<file path="src/logic/decode_pkg.sv">
package decode_pkg;

    // field and control widths
    typedef logic [31:0] inst_t;
    typedef logic [6:0]  opcode_t;
    typedef logic [2:0]  funct3_t;
    typedef logic [6:0]  funct7_t;
    typedef logic [1:0]  alu_src_t;
    typedef logic [1:0]  wb_src_t;
    typedef logic [2:0]  pc_src_t;
    typedef logic [2:0]  width_t;
    typedef logic [2:0]  csr_src_t;
    typedef logic [1:0]  trap_t;

    localparam int ALU_OP_WIDTH = 4;

    // base opcodes
    localparam opcode_t OP_R        = 7'b0110011;
    localparam opcode_t OP_R32      = 7'b0111011;
    localparam opcode_t OP_I_IMM    = 7'b0010011;
    localparam opcode_t OP_I_IMM32  = 7'b0011011;
    localparam opcode_t OP_I_LOAD   = 7'b0000011;
    localparam opcode_t OP_S        = 7'b0100011;
    localparam opcode_t OP_B        = 7'b1100011;
    localparam opcode_t OP_I_JAL    = 7'b1101111;
    localparam opcode_t OP_I_JALR   = 7'b1100111;
    localparam opcode_t OP_U_LUI    = 7'b0110111;
    localparam opcode_t OP_U_AUIPC  = 7'b0010111;
    localparam opcode_t OP_I_SYSTEM = 7'b1110011;

    // register-register ALU
    localparam funct3_t FUNCT3_ADD_SUB = 3'b000;
    localparam funct3_t FUNCT3_SLL     = 3'b001;
    localparam funct3_t FUNCT3_SLT     = 3'b010;
    localparam funct3_t FUNCT3_SLTU    = 3'b011;
    localparam funct3_t FUNCT3_XOR     = 3'b100;
    localparam funct3_t FUNCT3_SRL_SRA = 3'b101;
    localparam funct3_t FUNCT3_OR      = 3'b110;
    localparam funct3_t FUNCT3_AND     = 3'b111;

    // immediate ALU
    localparam funct3_t FUNCT3_ADDI      = 3'b000;
    localparam funct3_t FUNCT3_SLLI      = 3'b001;
    localparam funct3_t FUNCT3_SLTI      = 3'b010;
    localparam funct3_t FUNCT3_SLTIU     = 3'b011;
    localparam funct3_t FUNCT3_XORI      = 3'b100;
    localparam funct3_t FUNCT3_SRLI_SRAI = 3'b101;
    localparam funct3_t FUNCT3_ORI       = 3'b110;
    localparam funct3_t FUNCT3_ANDI      = 3'b111;

    // loads and stores
    localparam funct3_t FUNCT3_LB  = 3'b000;
    localparam funct3_t FUNCT3_LH  = 3'b001;
    localparam funct3_t FUNCT3_LW  = 3'b010;
    localparam funct3_t FUNCT3_LD  = 3'b011;
    localparam funct3_t FUNCT3_LBU = 3'b100;
    localparam funct3_t FUNCT3_LHU = 3'b101;
    localparam funct3_t FUNCT3_LWU = 3'b110;
    localparam funct3_t FUNCT3_SB  = 3'b000;
    localparam funct3_t FUNCT3_SH  = 3'b001;
    localparam funct3_t FUNCT3_SW  = 3'b010;
    localparam funct3_t FUNCT3_SD  = 3'b011;

    // branches
    localparam funct3_t FUNCT3_BEQ  = 3'b000;
    localparam funct3_t FUNCT3_BNE  = 3'b001;
    localparam funct3_t FUNCT3_BLT  = 3'b100;
    localparam funct3_t FUNCT3_BGE  = 3'b101;
    localparam funct3_t FUNCT3_BLTU = 3'b110;
    localparam funct3_t FUNCT3_BGEU = 3'b111;

    // system
    localparam funct3_t FUNCT3_ECALL_EBREAK_MRET = 3'b000;
    localparam funct3_t FUNCT3_CSRRW  = 3'b001;
    localparam funct3_t FUNCT3_CSRRS  = 3'b010;
    localparam funct3_t FUNCT3_CSRRC  = 3'b011;
    localparam funct3_t FUNCT3_CSRRWI = 3'b101;
    localparam funct3_t FUNCT3_CSRRSI = 3'b110;
    localparam funct3_t FUNCT3_CSRRCI = 3'b111;

    localparam funct7_t FUNCT7_ADD  = 7'b0000000;
    localparam funct7_t FUNCT7_SUB  = 7'b0100000;
    localparam funct7_t FUNCT7_SRL  = 7'b0000000;
    localparam funct7_t FUNCT7_SRA  = 7'b0100000;
    localparam funct7_t FUNCT7_SRLI = 7'b0000000;
    localparam funct7_t FUNCT7_SRAI = 7'b0100000;
    localparam funct7_t FUNCT7_MRET = 7'b0011000;

    // operand, writeback, pc, width, csr and trap codes
    localparam alu_src_t SRC_A_RS1  = 2'd0;
    localparam alu_src_t SRC_A_PC   = 2'd1;
    localparam alu_src_t SRC_A_CSR  = 2'd2;
    localparam alu_src_t SRC_B_RS2  = 2'd0;
    localparam alu_src_t SRC_B_IMM  = 2'd1;
    localparam alu_src_t SRC_B_RS1  = 2'd2;
    localparam alu_src_t SRC_B_ZIMM = 2'd3;

    localparam wb_src_t WB_ALU = 2'd0;
    localparam wb_src_t WB_MEM = 2'd1;
    localparam wb_src_t WB_PC4 = 2'd2;
    localparam wb_src_t WB_CSR = 2'd3;

    localparam pc_src_t PC_NEXT    = 3'd0;
    localparam pc_src_t PC_BR_ZERO = 3'd1;
    localparam pc_src_t PC_BR_NZ   = 3'd2;
    localparam pc_src_t PC_JUMP    = 3'd4;
    localparam pc_src_t PC_CSR     = 3'd5;

    localparam width_t WIDTH_B = 3'd0;
    localparam width_t WIDTH_H = 3'd1;
    localparam width_t WIDTH_W = 3'd2;
    localparam width_t WIDTH_D = 3'd3;

    localparam csr_src_t CSR_SRC_ALU = 3'd0;
    localparam csr_src_t CSR_SRC_RS1 = 3'd2;

    localparam trap_t TRAP_NONE  = 2'd0;
    localparam trap_t TRAP_ECALL = 2'd1;
    localparam trap_t TRAP_MRET  = 2'd3;

    typedef enum logic [3:0] {
        CLASS_NONE, CLASS_R, CLASS_R32, CLASS_I, CLASS_I32, CLASS_LOAD, CLASS_STORE,
        CLASS_BRANCH, CLASS_JAL, CLASS_JALR, CLASS_LUI, CLASS_AUIPC, CLASS_SYSTEM
    } inst_class_e;

    typedef enum logic [ALU_OP_WIDTH-1:0] {
        ALU_ADD, ALU_SUB, ALU_SLL, ALU_SLT, ALU_SLTU, ALU_XOR,
        ALU_SRL, ALU_SRA, ALU_OR, ALU_AND, ALU_JALR, ALU_COPY2
    } alu_op_e;

    typedef struct packed {
        logic    mem_read;
        logic    mem_write;
        logic    reg_write;
        wb_src_t mem_to_reg;
    } mem_ctrl_t;

    typedef struct packed {
        alu_src_t alu_a_src;
        alu_src_t alu_b_src;
        logic     alu_b_neg;
        alu_op_e  alu_op;
    } alu_ctrl_t;

    typedef struct packed {
        logic     csr_we;
        csr_src_t csr_src;
        trap_t    trap;
        pc_src_t  pc_src;
        width_t   data_width;
    } flow_ctrl_t;

    typedef struct packed {
        logic     mem_read;
        logic     mem_write;
        logic     reg_write;
        wb_src_t  mem_to_reg;
        alu_src_t alu_a_src;
        alu_src_t alu_b_src;
        logic     alu_b_neg;
        alu_op_e  alu_op;
        logic     csr_we;
        csr_src_t csr_src;
        trap_t    trap;
        pc_src_t  pc_src;
        width_t   data_width;
    } ctrl_word_t;

endpackage

</file>
<file path="src/logic/opcode_decode.sv">
`timescale 1ns/1ps

module opcode_decode (
    input  decode_pkg::opcode_t     opcode,
    output decode_pkg::inst_class_e inst_class,
    output decode_pkg::mem_ctrl_t   mem,
    output logic                    bad_opcode
);
    import decode_pkg::*;

    always_comb begin
        inst_class     = CLASS_NONE;
        mem.mem_read   = 1'b0;
        mem.mem_write  = 1'b0;
        mem.reg_write  = 1'b1;
        mem.mem_to_reg = WB_ALU;
        bad_opcode     = 1'b0;
        case (opcode)
            OP_R:       inst_class = CLASS_R;
            OP_R32:     inst_class = CLASS_R32;
            OP_I_IMM:   inst_class = CLASS_I;
            OP_I_IMM32: inst_class = CLASS_I32;
            OP_U_LUI:   inst_class = CLASS_LUI;
            OP_U_AUIPC: inst_class = CLASS_AUIPC;
            OP_I_LOAD: begin
                inst_class     = CLASS_LOAD;
                mem.mem_read   = 1'b1;
                mem.mem_to_reg = WB_MEM;
            end
            OP_S: begin
                inst_class    = CLASS_STORE;
                mem.mem_write = 1'b1;
                mem.reg_write = 1'b0;
            end
            OP_B: begin
                inst_class    = CLASS_BRANCH;
                mem.reg_write = 1'b0;
            end
            OP_I_JAL: begin
                inst_class     = CLASS_JAL;
                mem.mem_to_reg = WB_PC4;
            end
            OP_I_JALR: begin
                inst_class     = CLASS_JALR;
                mem.mem_to_reg = WB_PC4;
            end
            // rd receives the old csr value
            OP_I_SYSTEM: begin
                inst_class     = CLASS_SYSTEM;
                mem.mem_to_reg = WB_CSR;
            end
            default: begin
                mem.reg_write = 1'b0;
                bad_opcode    = 1'b1;
            end
        endcase
    end

endmodule

</file>
<file path="src/logic/alu_ctrl_decode.sv">
`timescale 1ns/1ps

module alu_ctrl_decode (
    input  decode_pkg::inst_class_e inst_class,
    input  decode_pkg::funct3_t     funct3,
    input  decode_pkg::funct7_t     funct7,
    output decode_pkg::alu_ctrl_t   alu,
    output logic                    bad_funct
);
    import decode_pkg::*;

    logic shift_srl;
    logic shift_sra;

    // bit 25 is part of the rv64 shift amount for immediate shifts
    assign shift_srl = (funct7[6:1] == FUNCT7_SRLI[6:1]);
    assign shift_sra = (funct7[6:1] == FUNCT7_SRAI[6:1]);

    always_comb begin
        alu.alu_a_src = SRC_A_RS1;
        alu.alu_b_src = SRC_B_RS2;
        alu.alu_b_neg = 1'b0;
        alu.alu_op    = ALU_ADD;
        bad_funct     = 1'b0;
        case (inst_class)
            CLASS_R, CLASS_R32: begin
                case (funct3)
                    FUNCT3_ADD_SUB: begin
                        if (funct7 == FUNCT7_SUB)
                            alu.alu_op = ALU_SUB;
                        else if (funct7 != FUNCT7_ADD)
                            bad_funct = 1'b1;
                    end
                    FUNCT3_SLL:  alu.alu_op = ALU_SLL;
                    FUNCT3_SLT:  alu.alu_op = ALU_SLT;
                    FUNCT3_SLTU: alu.alu_op = ALU_SLTU;
                    FUNCT3_XOR:  alu.alu_op = ALU_XOR;
                    FUNCT3_SRL_SRA: begin
                        if (funct7 == FUNCT7_SRL)
                            alu.alu_op = ALU_SRL;
                        else if (funct7 == FUNCT7_SRA)
                            alu.alu_op = ALU_SRA;
                        else
                            bad_funct = 1'b1;
                    end
                    FUNCT3_OR:   alu.alu_op = ALU_OR;
                    FUNCT3_AND:  alu.alu_op = ALU_AND;
                    default:     bad_funct = 1'b1;
                endcase
                // word forms are ADDW, SUBW, SLLW, SRLW and SRAW only
                if (inst_class == CLASS_R32 &&
                    !(funct3 inside {FUNCT3_ADD_SUB, FUNCT3_SLL, FUNCT3_SRL_SRA}))
                    bad_funct = 1'b1;
            end
            CLASS_I, CLASS_I32: begin
                alu.alu_b_src = SRC_B_IMM;
                case (funct3)
                    FUNCT3_ADDI:  alu.alu_op = ALU_ADD;
                    FUNCT3_SLLI:  alu.alu_op = ALU_SLL;
                    FUNCT3_SLTI:  alu.alu_op = ALU_SLT;
                    FUNCT3_SLTIU: alu.alu_op = ALU_SLTU;
                    FUNCT3_XORI:  alu.alu_op = ALU_XOR;
                    FUNCT3_SRLI_SRAI: begin
                        if (shift_srl)
                            alu.alu_op = ALU_SRL;
                        else if (shift_sra)
                            alu.alu_op = ALU_SRA;
                        else
                            bad_funct = 1'b1;
                    end
                    FUNCT3_ORI:   alu.alu_op = ALU_OR;
                    FUNCT3_ANDI:  alu.alu_op = ALU_AND;
                    default:      bad_funct = 1'b1;
                endcase
                if (inst_class == CLASS_I32 &&
                    !(funct3 inside {FUNCT3_ADDI, FUNCT3_SLLI, FUNCT3_SRLI_SRAI}))
                    bad_funct = 1'b1;
            end
            CLASS_LOAD, CLASS_STORE: alu.alu_b_src = SRC_B_IMM;
            CLASS_BRANCH: begin
                if (funct3 inside {FUNCT3_BLT, FUNCT3_BGE})
                    alu.alu_op = ALU_SLT;
                else if (funct3 inside {FUNCT3_BLTU, FUNCT3_BGEU})
                    alu.alu_op = ALU_SLTU;
                else
                    alu.alu_op = ALU_SUB;
            end
            CLASS_JALR: begin
                alu.alu_b_src = SRC_B_IMM;
                alu.alu_op    = ALU_JALR;
            end
            CLASS_LUI: begin
                alu.alu_b_src = SRC_B_IMM;
                alu.alu_op    = ALU_COPY2;
            end
            CLASS_AUIPC: begin
                alu.alu_a_src = SRC_A_PC;
                alu.alu_b_src = SRC_B_IMM;
            end
            CLASS_SYSTEM: begin
                // set and clear forms combine the old csr with the mask
                case (funct3)
                    FUNCT3_CSRRW: alu.alu_b_src = SRC_B_RS1;
                    FUNCT3_CSRRS, FUNCT3_CSRRC, FUNCT3_CSRRSI, FUNCT3_CSRRCI: begin
                        alu.alu_a_src = SRC_A_CSR;
                        alu.alu_b_src = funct3[2] ? SRC_B_ZIMM : SRC_B_RS1;
                        alu.alu_b_neg = funct3[0];
                        alu.alu_op    = funct3[0] ? ALU_AND : ALU_OR;
                    end
                    default: ;
                endcase
            end
            default: ;
        endcase
    end

endmodule

</file>
<file path="src/logic/flow_decode.sv">
`timescale 1ns/1ps

module flow_decode (
    input  decode_pkg::inst_class_e inst_class,
    input  decode_pkg::funct3_t     funct3,
    input  decode_pkg::funct7_t     funct7,
    output decode_pkg::flow_ctrl_t  flow,
    output logic                    bad_flow
);
    import decode_pkg::*;

    always_comb begin
        flow.csr_we     = 1'b0;
        flow.csr_src    = CSR_SRC_ALU;
        flow.trap       = TRAP_NONE;
        flow.pc_src     = PC_NEXT;
        flow.data_width = WIDTH_D;
        bad_flow        = 1'b0;
        case (inst_class)
            CLASS_R32, CLASS_I32: flow.data_width = WIDTH_W;
            CLASS_LOAD: begin
                case (funct3)
                    FUNCT3_LB, FUNCT3_LBU: flow.data_width = WIDTH_B;
                    FUNCT3_LH, FUNCT3_LHU: flow.data_width = WIDTH_H;
                    FUNCT3_LW, FUNCT3_LWU: flow.data_width = WIDTH_W;
                    FUNCT3_LD:             flow.data_width = WIDTH_D;
                    default:               bad_flow = 1'b1;
                endcase
            end
            CLASS_STORE: begin
                case (funct3)
                    FUNCT3_SB: flow.data_width = WIDTH_B;
                    FUNCT3_SH: flow.data_width = WIDTH_H;
                    FUNCT3_SW: flow.data_width = WIDTH_W;
                    FUNCT3_SD: flow.data_width = WIDTH_D;
                    default:   bad_flow = 1'b1;
                endcase
            end
            CLASS_BRANCH: begin
                // taken on a zero ALU result for eq/ge, on nonzero for ne/lt
                case (funct3)
                    FUNCT3_BEQ, FUNCT3_BGE, FUNCT3_BGEU: flow.pc_src = PC_BR_ZERO;
                    FUNCT3_BNE, FUNCT3_BLT, FUNCT3_BLTU: flow.pc_src = PC_BR_NZ;
                    default:                             bad_flow = 1'b1;
                endcase
            end
            CLASS_JAL, CLASS_JALR: flow.pc_src = PC_JUMP;
            CLASS_SYSTEM: begin
                flow.data_width = WIDTH_W;
                case (funct3)
                    FUNCT3_ECALL_EBREAK_MRET: begin
                        if (funct7 == FUNCT7_MRET) begin
                            flow.trap   = TRAP_MRET;
                            flow.pc_src = PC_CSR;
                        end else begin
                            flow.trap = TRAP_ECALL;
                        end
                    end
                    FUNCT3_CSRRW, FUNCT3_CSRRWI: begin
                        flow.csr_we  = 1'b1;
                        flow.csr_src = CSR_SRC_RS1;
                    end
                    FUNCT3_CSRRS, FUNCT3_CSRRC, FUNCT3_CSRRSI, FUNCT3_CSRRCI:
                        flow.csr_we = 1'b1;
                    default: bad_flow = 1'b1;
                endcase
            end
            default: ;
        endcase
    end

endmodule

</file>
<file path="src/logic/decode_stage.sv">
`timescale 1ns/1ps

module decode_stage (
    input  logic                   clk,
    input  logic                   rst_n,
    input  logic                   in_valid,
    input  decode_pkg::inst_t      inst,
    output logic                   out_valid,
    output decode_pkg::ctrl_word_t ctrl,
    output logic                   illegal
);
    import decode_pkg::*;

    opcode_t     opcode;
    funct3_t     funct3;
    funct7_t     funct7;
    inst_class_e inst_class;
    mem_ctrl_t   mem;
    alu_ctrl_t   alu;
    flow_ctrl_t  flow;
    logic        bad_opcode;
    logic        bad_funct;
    logic        bad_flow;
    logic        illegal_d;
    ctrl_word_t  ctrl_d;

    assign opcode = inst[6:0];
    assign funct3 = inst[14:12];
    assign funct7 = inst[31:25];

    opcode_decode u_opcode (
        .opcode     (opcode),
        .inst_class (inst_class),
        .mem        (mem),
        .bad_opcode (bad_opcode)
    );

    alu_ctrl_decode u_alu (
        .inst_class (inst_class),
        .funct3     (funct3),
        .funct7     (funct7),
        .alu        (alu),
        .bad_funct  (bad_funct)
    );

    flow_decode u_flow (
        .inst_class (inst_class),
        .funct3     (funct3),
        .funct7     (funct7),
        .flow       (flow),
        .bad_flow   (bad_flow)
    );

    assign illegal_d = bad_opcode | bad_funct | bad_flow;

    always_comb begin
        ctrl_d = {mem, alu, flow};
        // an illegal word must not change any architectural state
        if (illegal_d) begin
            ctrl_d.mem_read  = 1'b0;
            ctrl_d.mem_write = 1'b0;
            ctrl_d.reg_write = 1'b0;
            ctrl_d.csr_we    = 1'b0;
            ctrl_d.trap      = TRAP_NONE;
            ctrl_d.pc_src    = PC_NEXT;
        end
    end

    always_ff @(posedge clk or negedge rst_n) begin
        if (!rst_n) begin
            out_valid <= 1'b0;
            ctrl      <= '0;
            illegal   <= 1'b0;
        end else begin
            out_valid <= in_valid;
            if (in_valid) begin
                ctrl    <= ctrl_d;
                illegal <= illegal_d;
            end
        end
    end

    mem_rw_exclusive: assert property (@(posedge clk) disable iff (!rst_n)
        out_valid |-> !(ctrl.mem_read && ctrl.mem_write));

endmodule

</file>
<file path="config.mk">
export PLATFORM = sky130hd
export DESIGN_NAME = decode_stage
export DESIGN_NICKNAME = d
export VERILOG_FILES = /design/src/logic/decode_pkg.sv /design/src/logic/opcode_decode.sv /design/src/logic/alu_ctrl_decode.sv /design/src/logic/flow_decode.sv /design/src/logic/decode_stage.sv
export SDC_FILE = /design/constraint.sdc
export NUM_CORES = 1
export LEC_CHECK = 0
export BUFFER_PORTS_ARGS = -buffer_cell sky130_fd_sc_hd__buf_4
export CORE_ASPECT_RATIO = 1.5
export CORE_MARGIN = 8
export CORE_UTILIZATION = 49
export DETAILED_ROUTE_END_ITERATION = 10
export PLACE_DENSITY = 0.91
export REMOVE_ABC_BUFFERS = 1
export SYNTH_ARGS = -nofsm -noshare
export SYNTH_HDL_FRONTEND = slang
export SYNTH_SLANG_ARGS = --single-unit
export TNS_END_PERCENT = 50
</file>
<file path="constraint.sdc">
create_clock -name clk -period 0.8 [get_ports clk]
set_input_delay 0 -clock clk [delete_from_list [all_inputs] [get_ports clk]]
set_output_delay 0 -clock clk [all_outputs]
set_load 0.005 [all_outputs]
</file>
==> reports/qor.txt, run 1 <==
Result of the run -> finished with violations
Failing checks -> setup timing
Max-slew violation count -> 0
Final hold vios -> 0
CTS tree -> done
CP required -> 1.03 ns
Synth Area in XOR/XNOR -> 0.0104
Flops & latches, synth -> 25
Grt ovf -> 0
Most frequent cell after synthesis -> dfrtp_1
PortBufs -> 44
Register area share after synthesis -> 0.370
FF+latch area -> 626 µm²
GP Congestion -> 0.948
Synth Area in Compound Gates -> 0.244
Root Buffer -> clkbuf_8
Crit path time final -> 1.39 ns
Mapped Area -> 1690 µm²
Crit-path slowest cell -> nor3_1
Fin crit share -> 1.74
Largest family of logic cells by synthesized area -> simple AND/OR/NAND/NOR gates
Fmax -> 719 MHz
Post-detail-place hpwl -> 4360 µm
Total track usage -> 0.279
Crit Path Class -> input port to register
Vias -> 2357
Antenna violations before repair -> 0
DRC viols -> 0
Worst-Margin Slew -> 0.612 ns
Die H -> 88.0 µm
Antenna Nets Post-Route -> 0
Simple-Gate Fraction of Synth Area -> 0.273
Slew headroom -> 0.589
H-tree levels -> 1
I/O pin cnt -> 63
Class of the worst hold path -> input port to register
Fin cells -> 342
Layout area overhead -> 71.4%
Crit path capture type -> register
Yosys warning count -> 0
1st-pass router iterations -> 5
CTS buffer count -> 3
Post-synthesis mux area share -> 0.0126
Vias per std cell -> 6.89
Initial DRC Count -> 224
Maximum vdd drop -> 1.24 mV
Post-Synthesis Cells -> 205
Vias in the first global route -> 2329
Wire per inst -> 24.9 µm
Num rows -> 26
Layout cells sized above 1 -> 0.493
Worst setup SP type -> input port
Fin util -> 0.865
Worst path cell trace -> buf_8 -> buf_6 -> nand4b_1 -> buf_4 -> nor3_1 -> and2_1 -> o32a_1
Die Wd -> 64.0 µm
First-pass GRT wire length -> 12100 µm
Min Hold Slack -> 0.0650 ns
Pin count of the biggest net entering global routing -> 37
Placed cell count -> 329
Synth area leaders -> dfrtp_1 (37%), nor2_1 (4.4%), inv_1 (3.8%), nand2_1 (3.6%), o22ai_1 (3.3%)
Clock latency on the worst-skew pair -> 0.29 ns
Async SR Flop Fraction -> 1.00
Top cell type by total area after synthesis -> dfrtp_1
Die Area -> 5630 µm²
Worst Skew -> 0 ns
Post-synth top cells -> dfrtp_1 (25), nor2_1 (20), inv_1 (17), nand2_1 (16)
Core ar. -> 3350 µm²
Post-synth top area share -> 0.370
Adder-cell area share of the yosys netlist -> 0
Routed wire length -> 8520 µm
RSZ-0062 raised after global routing -> yes
CP max stage delay -> 0.48 ns
Worst Path Buf+Inv -> 3
FILL cells -> 164
CTS sink cnt -> 25
Initial Util -> 0.505
Top FF cell, synth -> dfrtp_1
Post-synth EDFFs -> 0
Clk buf depth -> 2
Leakage -> 0.00126 µW
Max cap viols -> 0
Netlist cell types -> 56
ANT cells -> 0
P per Cell Area -> 1080 nW/µm²
Largest delay share family, worst path -> simple AND/OR/NAND/NOR gates
Area of the multi-input gates -> 1130 µm²
Setup violations, final -> 39
# nets final -> 336
Final worst slack -> -0.591 ns
Avg Inst Size Synth -> 8.25 µm²
Crit Path Max Fanout -> 4
WP data arrival -> 1.62 ns
Clock-pin slew on the worst setup and hold paths -> 0.10 ns
Post-Place Setup Slack -> -0.822 ns
tightest hold or removal path, cell delays in order:
cell and delay [ns]:
buf_4 0.12, buf_4 0.12, o41ai_2 0.08
registers in the layout, summed over array words and instances, names as in the netlist:
signal,flops
ctrl,23
illegal,1
out_valid,1
worst paths after layout:
check | from | endpoint | slack (ns) | cells after the start
min | inst[5] | ctrl[25]$_DFFE_PN0P_ | 0.06 | 3
min reg2reg | ctrl[0]$_DFFE_PN0P_ | ctrl[0]$_DFFE_PN0P_ | 0.53 | 2
max | inst[2] | illegal$_DFFE_PN0P_ | -0.59 | 7
min in group asynchronous | rst_n | illegal$_DFFE_PN0P_ | 0.15 | 2
max reg2reg | ctrl[5]$_DFFE_PN0P_ | ctrl[5]$_DFFE_PN0P_ | 0.01 | 2
max in group asynchronous | rst_n | ctrl[16]$_DFFE_PN0P_ | 0.38 | 2
area by class of cell:
class                           instances  share of cell area
Tap cell                               42              0.0181
Multi-Input combinational cell        147               0.391
Inverter                               17              0.0220
Sequential cell                        25               0.216
Timing Repair Buffer                  107               0.338
Clock buffer                            4              0.0155
kinds of logic (layout without fill, tap and decap cells):
family,count (synthesis),in the layout
XOR/XNOR,2,2
other,1,3
buffers and inverters,35,128
multiplexers,2,2
flip-flops,25,25
AO/OA/AOI/OAI,58,58
AND/OR/NAND/NOR,82,82
report_power, final:
part	internal (µW)	leakage, µW	total [µW]	switching [µW]
Combinational	459	0.000909	972	513
Sequential	1300	0.000326	1320	27.1
Clock	360	0.0000228	835	475
per-stage QoR:
step	setup TNS, ns	power, µW	instance area, µm²
CTS	-4.97	2930	2780
detailed placement	-11.19	2060	2400
finish	-6.41	3130	2900
global placement	-10.20	2030	2400
floorplan	-5.10	1560	1610
global route	-7.22	3200	2900
layer usage:
metal | GRT usage | vias up | routed length, µm | part of all wire
met5 | 0 | - | 0 | 0
met4 | 0.214 | 0 | 755 | 0.089
met3 | 0.0512 | 92 | 940 | 0.11
met2 | 0.470 | 254 | 4020 | 0.47
met1 | 0.302 | 1082 | 2810 | 0.33
li1 | - | 929 | - | -
timing repair:
action	in CTS	in global routing
hold endpoints to repair	25	0
hold buffers	1	0
buffers inserted	8	3
pin swaps	25	17
gates resized for setup	58	35
setup endpoints to repair	31	46
cloned	0	0
layout by cell type, fill, tap and decap left out, drive strengths merged, types with 6 or more instances in the layout:
master / n
a21oi: 9
nand2: 16
buf: 106
nor2b: 6
o21ai: 8
dfrtp: 25
a31oi: 6
o22ai: 10
nor2: 20
nand3: 9
inv: 17
Power figures use the tool's default switching activity.
==> inputs of run 2 (changes only) <==
CORE_MARGIN = unset   (was 8)
==> reports/qor.txt, run 2 (synthesis gave the netlist of run 1 again) <==
Total negative slack -> -8.43 ns
Initial DRC Count -> 287
1st-pass router iterations -> 11
Max cap viols -> 0
WP data arrival -> 1.53 ns
# nets final -> 343
CP required -> 0.97 ns
Vias -> 2566
Number of flip-flops in the largest register -> 23
Reg2reg setup slack -> -0.04 ns
Regs by FF count -> ctrl: 23 flops, illegal: 1 flops, out_valid: 1 flops
Die H -> 74.0 µm
GP Congestion -> 0.996
Grt ovf -> 0
P per Cell Area -> 1060 nW/µm²
Fin crit share -> 1.69
Routed wire length -> 9800 µm
Crit path capture type -> register
Setup violations, final -> 46
Layout area overhead -> 81.1%
Wire per inst -> 28.2 µm
Core ar. -> 3220 µm²
Clk buf depth -> 2
Root Buffer -> clkbuf_8
Placement Cell Area -> 2420 µm²
Worst Skew -> 0 ns
H-tree levels -> 1
Crit Path Class -> input port to register
Antenna violations before repair -> 0
FILL cells -> 82
Initial Util -> 0.525
Reg-to-Reg Start -> ctrl[3]$_DFFE_PN0P_
Maximum vdd drop -> 1.21 mV
PortBufs -> 44
Worst R2R Path Depth -> 2
Layout cells sized above 1 -> 0.528
DRC viols -> 0
Result of the run -> finished with violations
Final instance area -> 3060 µm²
Reg-to-Reg End -> ctrl[3]$_DFFE_PN0P_
Vias per std cell -> 7.39
CTS sink cnt -> 25
Class of the worst hold path -> input port to asynchronous set/reset pin
Largest delay share family, worst path -> compound AO/OA/AOI/OAI gates
Failing checks -> setup timing
Fin util -> 0.951
Antenna Nets Post-Route -> 0
Die Wd -> 50.0 µm
First-pass GRT wire length -> 12300 µm
ANT cells -> 0
Commonest non-fill, non-tap cell in the layout -> buf_4
Final worst slack -> -0.552 ns
Crit-path slowest cell -> o41ai_4
Vias in the first global route -> 2296
Worst setup SP type -> input port
Worst Path Buf+Inv -> 2
Leakage -> 0.00131 µW
RSZ-0062 raised after global routing -> yes
CP max stage delay -> 0.39 ns
CTS buffer count -> 3
Clock latency on the worst-skew pair -> 0.28 ns
Most frequent cells in the layout -> buf_4 (67), buf_6 (41), dfrtp_1 (25)
Worst path cell trace -> buf_8 -> buf_4 -> or2b_1 -> o21a_1 -> o22ai_4 -> o2111ai_4 -> o41ai_4
Min Hold Slack -> 0.159 ns
Top reg by flops -> ctrl
Max-slew violation count -> 0
CTS tree -> done
Num rows -> 25
I/O pin cnt -> 63
Crit path time final -> 1.35 ns
Total track usage -> 0.464
Crit Path Max Fanout -> 7
Fmax -> 740 MHz
Die Area -> 3700 µm²
Pin count of the biggest net entering global routing -> 37
Final hold vios -> 0
Post-detail-place hpwl -> 4260 µm
Tot Pwr -> 3240 µW
Clock-pin slew on the worst setup and hold paths -> 0.10 ns
==> run 2: cell count changes in the layout (fill, tap and decap cells not counted), moves of 2 or more <==
cell / before / now
o22ai_2: 1 / 3
buf_6: 44 / 41
o22ai_4: 0 / 2
and2_1: 2 / 4
o22ai_1: 9 / 5
a21oi_1: 7 / 5
a21oi_2: 1 / 3
and2_4: 2 / 0
buf_12: 0 / 3
nor3_2: 0 / 2
nor2_4: 4 / 2
buf_4: 61 / 67
==> run 2: report_power, final <==
part / total, µW / internal (µW) / switching, µW
Sequential: 1330 / 1300 / 31.3
Clock: 829 / 359 / 470
Combinational: 1080 / 496 / 587
Total: 3240 / 2150 / 1090
==> run 2: worst max-delay path by stage <==
stage                      endpoint      from  slack, ns  cells past startpoint
2_1_floorplan   ctrl[3]$_DFFE_PN0P_   inst[2]      -0.58                      5
3_3_place_gp    ctrl[3]$_DFFE_PN0P_   inst[2]      -0.71                      6
3_5_place_dp    ctrl[3]$_DFFE_PN0P_   inst[2]      -0.80                      6
4_1_cts         ctrl[5]$_DFFE_PN0P_   inst[2]      -0.47                      6
5_1_grt         illegal$_DFFE_PN0P_  inst[12]      -0.76                      6
6_report       ctrl[25]$_DFFE_PN0P_   inst[2]      -0.55                      7
==> run 2: final cells by class <==
| type | instances | area [µm²] | area share |
|---|---|---|---|
| clock buffer | 4 | 45.0 | 0.0147 |
| tap | 40 | 50.0 | 0.0163 |
| timing repair buffer | 114 | 1060 | 0.348 |
| inverter | 17 | 67.6 | 0.0221 |
| sequential | 25 | 626 | 0.204 |
| multi-input combinational | 147 | 1210 | 0.395 |
==> run 2: metal layers <==
| metal | vias to the layer above | wire, µm | track usage |
|---|---|---|---|
| li1 | 938 | - | - |
| met1 | 1169 | 3160 | 0.528 |
| met2 | 324 | 4290 | 0.778 |
| met3 | 135 | 1210 | 0.0798 |
| met4 | 0 | 1140 | 0.349 |
| met5 | - | 0 | 0 |
==> run 2: timing repair <==
| action | 4_1_cts | 5_1_grt |
|---|---|---|
| pin swaps | 27 | 14 |
| gates resized for setup | 64 | 40 |
| endpoints found under the setup margin | 34 | 48 |
| buffers inserted | 9 | 9 |
| hold endpoints to repair | 25 | 0 |
| hold buffers | 1 | 0 |
==> run 2: through the flow <==
| step | std cells | setup slack, ns |
|---|---|---|
| 6_report | 347 | -0.552 |
| 5_1_grt | 347 | -0.755 |
| 3_5_place_dp | 328 | -0.804 |
| 4_1_cts | 340 | -0.473 |
| 3_3_place_gp | 328 | -0.707 |
| 2_1_floorplan | 189 | -0.577 |
==> inputs of run 3 (changes only) <==
CORE_ASPECT_RATIO = unset   (was 1.5)
==> reports/qor.txt, run 3 (synthesis gave the netlist of run 1 again) <==
Die Area -> 3690 µm²
Layout cells sized above 1 -> 0.503
Die Wd -> 60.8 µm
Crit Path Max Fanout -> 7
CTS sink cnt -> 25
Wire per inst -> 23.5 µm
1st-pass router iterations -> 8
Number of flip-flops in the largest register -> 23
Tot Pwr -> 3000 µW
Maximum vdd drop -> 0.815 mV
DRT met1 WL -> 3010 µm
Post-detail-place hpwl -> 3920 µm
Reg2reg setup slack -> -0.09 ns
Die H -> 60.8 µm
Crit path capture type -> register
Initial DRC Count -> 472
Clock-pin slew on the worst setup and hold paths -> 0.18 ns
Worst path cell trace -> buf_8 -> buf_4 -> and4bb_2 -> nand2_1 -> o32a_1 -> o2111ai_4 -> buf_6 -> o32ai_2
CTS buffer count -> 3
Most frequent cells in the layout -> buf_4 (78), buf_6 (36), dfrtp_1 (25)
FF+latch area -> 626 µm²
Commonest non-fill, non-tap cell in the layout -> buf_4
Core ar. -> 3150 µm²
Worst Path Buf+Inv -> 3
Top reg by flops -> ctrl
Final worst slack -> -0.505 ns
# nets final -> 348
I/O pin cnt -> 63
Fmax -> 767 MHz
Reg-to-Reg End -> ctrl[5]$_DFFE_PN0P_
Hold_sp -> inst[5]
H-tree levels -> 1
ANT cells -> 0
CP required -> 1.05 ns
Failing checks -> hold timing, setup timing
Setup violations, final -> 43
Largest delay share family, worst path -> compound AO/OA/AOI/OAI gates
First-pass GRT wire length -> 10100 µm
Uppermost layer routed -> met4
Worst Hold End -> ctrl[25]$_DFFE_PN0P_
Clk buf depth -> 2
Class of the worst hold path -> input port to register
WP data arrival -> 1.55 ns
DR WL met2 -> 3700 µm
Pin count of the biggest net entering global routing -> 37
Met3 Wirelength -> 1020 µm
Total track usage -> 0.386
Regs by FF count -> ctrl: 23 flops, illegal: 1 flops, out_valid: 1 flops
DRC viols -> 0
Max-slew violation count -> 0
P per Cell Area -> 1010 nW/µm²
Num rows -> 20
Min Hold Slack -> -0.00121 ns
Hold_buf cts -> 1
Area of the multi-input gates -> 1120 µm²
Root Buffer -> clkbuf_4
Layout area overhead -> 75.0%
Vias per std cell -> 6.74
Max cap viols -> 0
Worst R2R Path Depth -> 3
GP Congestion -> 0.999
CTS tree -> done
Final hold vios -> 1
FILL cells -> 96
Antenna violations before repair -> 0
Worst Skew -> 0 ns
Clock latency on the worst-skew pair -> 0.33 ns
Initial Util -> 0.537
Reg-to-Reg Start -> ctrl[5]$_DFFE_PN0P_
Vias in the first global route -> 2137
Vias -> 2398
Total negative slack -> -7.52 ns
WHS Path Cells -> 3
Routed wire length -> 8380 µm
Crit Path Class -> input port to register
Leakage -> 0.00131 µW
Fin crit share -> 1.63
Grt ovf -> 0
Crit-path slowest cell -> o32ai_2
Worst setup SP type -> input port
Result of the run -> finished with violations
PortBufs -> 44
Crit path time final -> 1.30 ns
Antenna Nets Post-Route -> 0
CP max stage delay -> 0.26 ns
RSZ-0062 raised after global routing -> yes
## run 3: cell types whose count changed in the layout (fill, tap and decap cells not counted), moves of 3 or more
cell | previous run | this run
buf_4 | 67 | 78
buf_6 | 41 | 36
clkbuf_8 | 3 | 0
nor2_1 | 15 | 18
clkbuf_4 | 0 | 3
## run 3: final cells by class
| type | instances | share of cell area |
|---|---|---|
| sequential | 25 | 0.211 |
| timing repair buffer | 119 | 0.360 |
| inverter | 17 | 0.0216 |
| clock buffer | 3 | 0.00761 |
| clock inverter | 1 | 0.00254 |
| multi-input combinational | 147 | 0.378 |
| tap | 44 | 0.0186 |
## run 3: worst register-to-register path, delay by kind of cell (launching register included)
kind            cells  cell delay (ns)
compound gates      1             0.06
buf+inv             1             0.16
flops               1             0.44
simple gates        1             0.11
## run 3: report_power, final
group          total [µW]  switching (µW)  internal [µW]
Sequential           1330            27.7           1300
Combinational        1020             523            493
Clock                 659             467            191
## run 3: worst max-delay path by stage
stage,from,endpoint,cells after the start,slack (ns)
floorplan,inst[2],ctrl[3]$_DFFE_PN0P_,5,-0.58
global placement,inst[2],ctrl[5]$_DFFE_PN0P_,6,-0.71
detailed placement,inst[26],ctrl[12]$_DFFE_PN0P_,6,-0.77
CTS,inst[2],ctrl[3]$_DFFE_PN0P_,6,-0.37
global route,inst[2],illegal$_DFFE_PN0P_,6,-0.53
finish,inst[2],ctrl[4]$_DFFE_PN0P_,8,-0.50
## run 3: stage by stage
stage                     instances  area (µm²)  worst slack, ns  utilization
after floorplan                 189        1610           -0.577            -
after global placement          329        2400           -0.715        0.762
after detailed placement        329        2400           -0.775        0.762
after CTS                       348        2770           -0.368        0.877
after global routing            356        2960           -0.532        0.939
final                           356        2960           -0.505        0.939
## run 3: layer usage
metal	up-vias	track usage
met5	-	0
met1	1091	0.495
met2	264	0.600
li1	950	-
met4	0	0.240
met3	93	0.0746
## run 3: what timing repair did
action                                 4_1_cts  5_1_grt
endpoints found under the hold margin       27        2
setup buffers                               14        8
pin swaps                                   22       11
resized for setup                           51       26
setup endpoints to repair                   41       46
